--- src/design/wbuf_pkg.sv ---
package wbuf_pkg;

	// Bus byte address and data word.
	typedef logic [31:0] addr_t;
	typedef logic [31:0] data_t;

	// Processor request as held by the input port.
	typedef struct packed {
		logic  rw;      // 1 means write.
		addr_t address;
		data_t wdata;
	} cpu_req_t;

	// One posted write waiting in the queue.
	typedef struct packed {
		addr_t address;
		data_t data;
	} wq_entry_t;

	// One bus transaction.
	typedef struct packed {
		logic  rw;      // 1 means write.
		addr_t address;
		data_t wdata;
	} bus_req_t;

	// Controller states.
	typedef enum logic [1:0] {
		ST_IDLE,
		ST_DRAIN,
		ST_READ
	} ctrl_state_e;

endpackage

--- src/design/buffer_control.sv ---
`timescale 1ns/1ps

module buffer_control (
	input  logic                i_clock,
	input  logic                i_arst_n,
	input  logic                i_pending,
	input  wbuf_pkg::cpu_req_t  i_req,
	input  logic                i_q_full,
	input  logic                i_q_empty,
	input  wbuf_pkg::wq_entry_t i_q_head,
	input  logic                i_bus_busy,
	input  logic                i_bus_done,
	input  wbuf_pkg::data_t     i_bus_rdata,
	output logic                o_accept,
	output logic                o_read_done,
	output wbuf_pkg::data_t     o_read_data,
	output logic                o_push,
	output wbuf_pkg::wq_entry_t o_entry,
	output logic                o_pop,
	output logic                o_bus_start,
	output wbuf_pkg::bus_req_t  o_bus_req
);

	import wbuf_pkg::*;

	ctrl_state_e state;
	ctrl_state_e next_state;

	logic write_admit;
	logic drain_start;
	logic read_start;

	// Writes are admitted alongside draining, never during a read.
	assign write_admit = (state != ST_READ) && i_pending && i_req.rw && !i_q_full;

	// Draining owns the bus whenever the queue holds something.
	assign drain_start = !i_q_empty && !i_bus_busy;

	// A read goes out only once every earlier write has left the buffer.
	assign read_start = (state != ST_READ) && i_pending && !i_req.rw &&
		i_q_empty && !i_bus_busy;

	assign o_push  = write_admit;
	assign o_entry = '{address: i_req.address, data: i_req.wdata};
	assign o_accept = write_admit;

	assign o_pop       = drain_start;
	assign o_bus_start = drain_start || read_start;

	always_comb begin
		if (drain_start) begin
			o_bus_req = '{rw: 1'b1, address: i_q_head.address, wdata: i_q_head.data};
		end else begin
			o_bus_req = '{rw: 1'b0, address: i_req.address, wdata: '0};
		end
	end

	assign o_read_done = (state == ST_READ) && i_bus_done;
	assign o_read_data = i_bus_rdata;

	always_comb begin
		next_state = state;
		case (state)
			ST_IDLE, ST_DRAIN: begin
				if (read_start) begin
					next_state = ST_READ;
				end else if (!i_q_empty || i_bus_busy || write_admit) begin
					next_state = ST_DRAIN;  // Writes still outstanding.
				end else begin
					next_state = ST_IDLE;
				end
			end
			ST_READ: begin
				if (i_bus_done) begin
					next_state = i_q_empty ? ST_IDLE : ST_DRAIN;
				end
			end
			default: begin
				next_state = ST_IDLE;
			end
		endcase
	end

	always_ff @(posedge i_clock or negedge i_arst_n) begin
		if (!i_arst_n) begin
			state <= ST_IDLE;
		end else begin
			state <= next_state;
		end
	end

endmodule

--- src/design/bus_master.sv ---
`timescale 1ns/1ps

module bus_master (
	input  logic               i_clock,
	input  logic               i_arst_n,
	input  logic               i_start,
	input  wbuf_pkg::bus_req_t i_req,
	input  logic               i_bus_ready,
	input  wbuf_pkg::data_t    i_bus_rdata,
	output logic               o_busy,
	output logic               o_done,
	output wbuf_pkg::data_t    o_rdata,
	output logic               o_bus_request,
	output logic               o_bus_rw,
	output wbuf_pkg::addr_t    o_bus_address,
	output wbuf_pkg::data_t    o_bus_wdata
);

	import wbuf_pkg::*;

	bus_req_t req_q;
	data_t    rdata_q;
	logic     request_q;
	logic     done_q;
	logic     complete;

	assign complete = request_q && i_bus_ready;

	always_ff @(posedge i_clock or negedge i_arst_n) begin
		if (!i_arst_n) begin
			request_q <= 1'b0;
			done_q    <= 1'b0;
		end else begin
			done_q <= complete;
			if (i_start) begin
				request_q <= 1'b1;
			end else if (complete) begin
				request_q <= 1'b0;  // Dropped the cycle after ready.
			end
		end
	end

	// Fields stay put for as long as the request is held.
	always_ff @(posedge i_clock) begin
		if (i_start) begin
			req_q <= i_req;
		end
	end

	always_ff @(posedge i_clock) begin
		if (complete) begin
			rdata_q <= i_bus_rdata;
		end
	end

	assign o_busy        = request_q;
	assign o_done        = done_q;
	assign o_rdata       = rdata_q;
	assign o_bus_request = request_q;
	assign o_bus_rw      = req_q.rw;
	assign o_bus_address = req_q.address;
	assign o_bus_wdata   = req_q.wdata;

endmodule

--- src/design/cpu_port.sv ---
`timescale 1ns/1ps

module cpu_port (
	input  logic               i_clock,
	input  logic               i_arst_n,
	input  logic               i_request,
	input  logic               i_rw,
	input  wbuf_pkg::addr_t    i_address,
	input  wbuf_pkg::data_t    i_wdata,
	input  logic               i_accept,
	input  logic               i_read_done,
	input  wbuf_pkg::data_t    i_read_data,
	output logic               o_pending,
	output wbuf_pkg::cpu_req_t o_req,
	output logic               o_ready,
	output wbuf_pkg::data_t    o_rdata
);

	import wbuf_pkg::*;

	cpu_req_t req_q;
	data_t    rdata_q;
	logic     pending_q;
	logic     ready_q;
	logic     take;
	logic     finish;

	// A request still held while ready is high has already been served.
	assign take   = i_request && !pending_q && !ready_q;
	assign finish = i_accept || i_read_done;

	always_ff @(posedge i_clock or negedge i_arst_n) begin
		if (!i_arst_n) begin
			pending_q <= 1'b0;
			ready_q   <= 1'b0;
		end else begin
			ready_q <= finish;  // One-cycle pulse.
			if (finish) begin
				pending_q <= 1'b0;
			end else if (take) begin
				pending_q <= 1'b1;
			end
		end
	end

	always_ff @(posedge i_clock) begin
		if (take) begin
			req_q <= '{rw: i_rw, address: i_address, wdata: i_wdata};
		end
	end

	// Read data lines up with the ready pulse.
	always_ff @(posedge i_clock) begin
		if (i_read_done) begin
			rdata_q <= i_read_data;
		end
	end

	assign o_pending = pending_q;
	assign o_req     = req_q;
	assign o_ready   = ready_q;
	assign o_rdata   = rdata_q;

endmodule

--- src/design/write_buffer_top.sv ---
`timescale 1ns/1ps

module write_buffer_top #(
	parameter int QUEUE_DEPTH = 8  // Power of two, at least 2.
) (
	input  logic            i_clock,
	input  logic            i_arst_n,
	input  logic            i_request,
	input  logic            i_rw,
	input  wbuf_pkg::addr_t i_address,
	input  wbuf_pkg::data_t i_wdata,
	output logic            o_ready,
	output wbuf_pkg::data_t o_rdata,
	output logic            o_bus_request,
	output logic            o_bus_rw,
	output wbuf_pkg::addr_t o_bus_address,
	output wbuf_pkg::data_t o_bus_wdata,
	input  logic            i_bus_ready,
	input  wbuf_pkg::data_t i_bus_rdata
);

	import wbuf_pkg::*;

	logic      pending;
	cpu_req_t  cpu_req;
	logic      accept;
	logic      read_done;
	data_t     read_data;
	logic      q_push;
	logic      q_pop;
	wq_entry_t q_entry;
	wq_entry_t q_head;
	logic      q_full;
	logic      q_empty;
	logic      bus_start;
	bus_req_t  bus_req;
	logic      bus_busy;
	logic      bus_done;
	data_t     bus_rdata;

	cpu_port cpu_port_i (
		.i_clock(i_clock), .i_arst_n(i_arst_n),
		.i_request(i_request), .i_rw(i_rw), .i_address(i_address), .i_wdata(i_wdata),
		.i_accept(accept), .i_read_done(read_done), .i_read_data(read_data),
		.o_pending(pending), .o_req(cpu_req), .o_ready(o_ready), .o_rdata(o_rdata)
	);

	buffer_control buffer_control_i (
		.i_clock(i_clock), .i_arst_n(i_arst_n),
		.i_pending(pending), .i_req(cpu_req),
		.i_q_full(q_full), .i_q_empty(q_empty), .i_q_head(q_head),
		.i_bus_busy(bus_busy), .i_bus_done(bus_done), .i_bus_rdata(bus_rdata),
		.o_accept(accept), .o_read_done(read_done), .o_read_data(read_data),
		.o_push(q_push), .o_entry(q_entry), .o_pop(q_pop),
		.o_bus_start(bus_start), .o_bus_req(bus_req)
	);

	write_queue #(
		.QUEUE_DEPTH(QUEUE_DEPTH)
	) write_queue_i (
		.i_clock(i_clock), .i_arst_n(i_arst_n),
		.i_push(q_push), .i_entry(q_entry), .i_pop(q_pop),
		.o_head(q_head), .o_full(q_full), .o_empty(q_empty)
	);

	bus_master bus_master_i (
		.i_clock(i_clock), .i_arst_n(i_arst_n),
		.i_start(bus_start), .i_req(bus_req),
		.i_bus_ready(i_bus_ready), .i_bus_rdata(i_bus_rdata),
		.o_busy(bus_busy), .o_done(bus_done), .o_rdata(bus_rdata),
		.o_bus_request(o_bus_request), .o_bus_rw(o_bus_rw),
		.o_bus_address(o_bus_address), .o_bus_wdata(o_bus_wdata)
	);

endmodule

--- src/design/write_queue.sv ---
`timescale 1ns/1ps

module write_queue #(
	parameter int QUEUE_DEPTH = 8
) (
	input  logic                i_clock,
	input  logic                i_arst_n,
	input  logic                i_push,
	input  wbuf_pkg::wq_entry_t i_entry,
	input  logic                i_pop,
	output wbuf_pkg::wq_entry_t o_head,
	output logic                o_full,
	output logic                o_empty
);

	import wbuf_pkg::*;

	localparam int IDX_W = $clog2(QUEUE_DEPTH);

	wq_entry_t mem [QUEUE_DEPTH];

	// One extra bit tells a full queue from an empty one.
	logic [IDX_W:0] wr_ptr;
	logic [IDX_W:0] rd_ptr;

	logic do_push;
	logic do_pop;

	assign o_empty = (wr_ptr == rd_ptr);
	assign o_full  = (wr_ptr[IDX_W] != rd_ptr[IDX_W]) &&
		(wr_ptr[IDX_W-1:0] == rd_ptr[IDX_W-1:0]);

	// The pop frees a slot first, so a push into a full queue may pair with it.
	assign do_pop  = i_pop && !o_empty;
	assign do_push = i_push && (!o_full || do_pop);

	assign o_head = mem[rd_ptr[IDX_W-1:0]];

	always_ff @(posedge i_clock or negedge i_arst_n) begin
		if (!i_arst_n) begin
			wr_ptr <= '0;
			rd_ptr <= '0;
		end else begin
			if (do_push) begin
				wr_ptr <= wr_ptr + 1'b1;
			end
			if (do_pop) begin
				rd_ptr <= rd_ptr + 1'b1;
			end
		end
	end

	always_ff @(posedge i_clock) begin
		if (do_push) begin
			mem[wr_ptr[IDX_W-1:0]] <= i_entry;
		end
	end

endmodule

--- config.mk ---
export PLATFORM = sky130hd
export DESIGN_NAME = write_buffer_top
export DESIGN_NICKNAME = d
export VERILOG_FILES = /design/src/design/wbuf_pkg.sv /design/src/design/buffer_control.sv /design/src/design/bus_master.sv /design/src/design/cpu_port.sv /design/src/design/write_buffer_top.sv /design/src/design/write_queue.sv
export SDC_FILE = /design/constraint.sdc
export NUM_CORES = 1
export LEC_CHECK = 0
export BUFFER_PORTS_ARGS = -buffer_cell sky130_fd_sc_hd__buf_2
export CAP_MARGIN = 15
export CELL_PAD_IN_SITES_DETAIL_PLACEMENT = 0
export CELL_PAD_IN_SITES_GLOBAL_PLACEMENT = 1
export CORE_MARGIN = 2
export CORE_UTILIZATION = 25
export CTS_CLUSTER_DIAMETER = 120
export DETAILED_ROUTE_END_ITERATION = 8
export GPL_TIMING_DRIVEN = 0
export PLACE_DENSITY = 0.52
export SLEW_MARGIN = 10
export SYNTH_ARGS = -nofsm -noshare
export SYNTH_HDL_FRONTEND = slang
export SYNTH_SLANG_ARGS = --single-unit
--- constraint.sdc ---
create_clock -name i_clock -period 13.5 [get_ports i_clock]
set_clock_uncertainty 0.05 [all_clocks]
set_input_delay 1.35 -clock i_clock [delete_from_list [all_inputs] [get_ports i_clock]]
set_output_delay 1.35 -clock i_clock [all_outputs]
set_load 0.02 [all_outputs]
==> flow_summary_export.csv <==
group,metric,value,unit
min_path,hold_start,"bus_master_i.o_rdata[27]",
route,wl,63.3,mm
die,start_util,25.3,%
yosys,synth_area,0.0262,mm^2
placed_design,place.port_buffers,199,
power_and_ir_drop,switching_share,30.0,%
setup_path,worstRegToRegCells,10,
final_layout,nets,1575,
die,rows,118,
timing,hold_violations,0,
min_path,worst_hold_path.endpoint,"cpu_port_i.o_rdata[27]",
yosys,synth-seq-area-share,82.2,%
final_layout,area_growth_syn_to_layout,24.2,%
grt,antenna_found_initial,4,
placed_design,gp_congestion,0.662,
placed_design,dp.cells,2767,
yosys,syn_avg_cell_area,23.5,um^2
grt,grt_pass1_wl,91.9,mm
setup_path,worst_setup_path_start_kind,"register",
cts,cts_buffer_depth,3,
setup_path,reg2reg_slack,10.20,ns
power_and_ir_drop,p_per_area,217,mW/mm^2
min_path,hp-class,"register to register",
flow_run,cap_viol_max_count,0,
min_path,holdPathStages,0,
power_and_ir_drop,pwr-share-comb,25.7,%
setup_path,endpoint_kind,"register",
cts,post_cts_buffers,0,
timing,slew_viol_final,0,
timing,fin_crit,3.30,ns
timing,slew_headroom,26.5,%
route,antenna_left,0,
route,post-route-drc-count,0,
setup_path,r2r_start,"write_queue_i.rd_ptr[1]",
power_and_ir_drop,vdd_drop_max,0.000112,V
yosys,synth_cell_types,34,
cts,postCtsResizedCells,0,
setup_path,critPathMaxFanout,8,
die,dieArea,0.108,mm^2
cts,cts_tree,"yes",
setup_path,regToRegEndpoint,"write_queue_i.mem[0][7]",
grt,grt_pass1_vias,13300,
final_layout,stdcell_count,2923,
cts,clk_pin_slew,0.06,ns
final_layout,final_common_cell,"edfxtp_1",
power_and_ir_drop,clkPwrFrac,30.9,%
power_and_ir_drop,p_seq_share,43.4,%
grt,grtUsageTotal,11.9,%
die,die_w,328,um
die,ios,200,
yosys,synth_fp_nets,1219,
final_layout,final_layout_size_suffix_gt1_share,37.5,%
power_and_ir_drop,internal_power,4.96,mW
setup_path,arrival,3.61,ns
timing,timing.hold.ws,0.368,ns
route,via_per_inst,4.11,
yosys,ys_warn_count,0,
yosys,yosysTopAreaCellShare,80.8,%
grt,grt_overflow_total,0,
cts,numCtsBuffers,83,
cts,cts_root_buffer,"clkbuf_16",
final_layout,final_core_util,31.4,%
power_and_ir_drop,power.switching,2.12,mW
outcome,run_status,"completed",
timing,setup_viol,0,
yosys,synth_top_area_cell,"edfxtp_1",
cts,cts_sinks,720,
timing,setup_tns,0,ns
cts,h-tree-depth,3,
yosys,ys_ff_latch,720,
route,drt-initial-drc-count,750,
yosys,synthCells,1116,
route,dr.pass1.iters,5,
power_and_ir_drop,p_leak,10.9,nW
route,vias,12000,
route,wl_per_cell,21.6,um
timing,worst_pin_slew,1.10,ns
final_layout,final_cell_mix,"edfxtp_1 (706), buf_2 (226), mux4_2 (128), clkbuf_16 (85), nor2_1 (66)",
final_layout,stdcell_area,0.0326,mm^2
timing,rsz0062_at_grt,"false",
cts,clock_latency,0.65,ns
yosys,synth_top_cells_by_area,"edfxtp_1 (81%), mux4_2 (11%), mux2i_1 (2.4%)",
die,die_h,328,um
placed_design,post-dp-hpwl,42.2,mm
setup_path,crit_type,"register to register",
cts,hold_buffers,0,
timing,finalCritPeriodShare,24.4,%
setup_path,crit_required,13.81,ns
timing,max_freq,0.303,GHz
grt,grt_max_degree,35,
die,core-area,0.104,mm^2
placed_design,dpl_cell_area,0.0299,mm^2
final_layout,n_antenna_cell,0,
stage by stage:
| step | power, mW | setup slack [ns] |
|---|---|---|
| after floorplan | 4.27 | 5.72 |
| after global placement | 4.95 | -2.60 |
| after detailed placement | 5.01 | 10.18 |
| after CTS | 7.23 | 10.15 |
| after global routing | 7.44 | 9.99 |
| final | 7.08 | 10.20 |
cells in the mapped netlist, drive strengths merged:
| cell | count |
|---|---|
| a21oi | 34 |
| a22o | 1 |
| and2 | 1 |
| and3 | 1 |
| buf | 46 |
| clkbuf | 6 |
| dfrtp | 14 |
| edfxtp | 706 |
| ha | 2 |
| inv | 5 |
| mux2 | 2 |
| mux2i | 64 |
| mux4 | 128 |
| nand2 | 6 |
| nand2b | 3 |
| nand3 | 3 |
| nand4 | 2 |
| nand4b | 1 |
| nor2 | 68 |
| nor2b | 3 |
| nor3 | 4 |
| nor3b | 2 |
| nor4 | 1 |
| o211a | 1 |
| o32ai | 1 |
| or3b | 1 |
| xnor2 | 9 |
| xor2 | 1 |
power groups by stage:
stage / clock network [mW] / registers [mW] / logic [mW]
4_1_cts: 2.26 / 3.08 / 1.89
2_1_floorplan: 0 / 3.21 / 1.06
3_5_place_dp: 0 / 3.13 / 1.89
6_report: 2.19 / 3.07 / 1.82
5_1_grt: 2.34 / 3.11 / 1.98
3_3_place_gp: 0 / 3.20 / 1.75
layout make-up:
class / count / area (um^2)
clock inverter: 45 / 455
timing repair buffer: 271 / 1880
clock buffer: 111 / 2220
buffer: 52 / 354
fill: 10000 / 71200
sequential: 720 / 21600
inverter: 5 / 26.3
multi-input combinational: 339 / 4360
tap: 1380 / 1730
sequential cells by signal, summed over array words and instances, names as in the netlist, 4 cells and up:
signal,flops
write_queue_i.wr_ptr,4
write_queue_i.rd_ptr,4
bus_master_i.o_rdata,32
bus_master_i.o_bus_wdata,32
bus_master_i.o_bus_address,32
write_queue_i.mem,512
cpu_port_i.o_rdata,32
cpu_port_i.o_req,65
cell families (layout without fill, tap and decap cells):
logic type	after synthesis	after routing	synth area share, %
xor+xnor	10	10	0.420
simple gates	96	96	1.60
compound gates	37	37	0.754
flops	720	720	82.2
buf+inv	57	484	1.43
fa+ha+maj	2	2	0.0954
mux	194	194	13.5
layer usage:
layer	share of wire (%)	GRT usage, %	wire, um
met1	44	15.4	28100
met2	50	20.2	31700
met3	3.3	2.13	2120
met4	2.2	3.78	1390
met5	0	0	0
worst max-delay path, stage by stage, from the launching register on:
cell	delay (ns)
dfrtp_1	0.37
buf_2	0.19
xnor2_2	0.16
nand4b_1	0.19
nand2_1	0.30
nor4_2	0.74
buf_4	0.31
buf_6	0.14
buf_4	0.16
buf_4	0.19
buf_4	0.16
worst max path at each step:
| stage | from | endpoint | slack, ns | cells after the start |
|---|---|---|---|---|
| floorplan | write_queue_i.wr_ptr[0] | write_queue_i.mem[0][0] | 5.72 | 5 |
| finish | write_queue_i.rd_ptr[1] | write_queue_i.mem[0][7] | 10.20 | 10 |
| detailed placement | write_queue_i.rd_ptr[1] | write_queue_i.mem[0][7] | 10.18 | 10 |
| CTS | write_queue_i.rd_ptr[1] | write_queue_i.mem[0][7] | 10.15 | 10 |
| global route | write_queue_i.rd_ptr[1] | write_queue_i.mem[0][5] | 9.99 | 10 |
| global placement | write_queue_i.rd_ptr[1] | write_queue_i.mem[0][7] | -2.60 | 5 |
(Power assumes the default switching activity.)
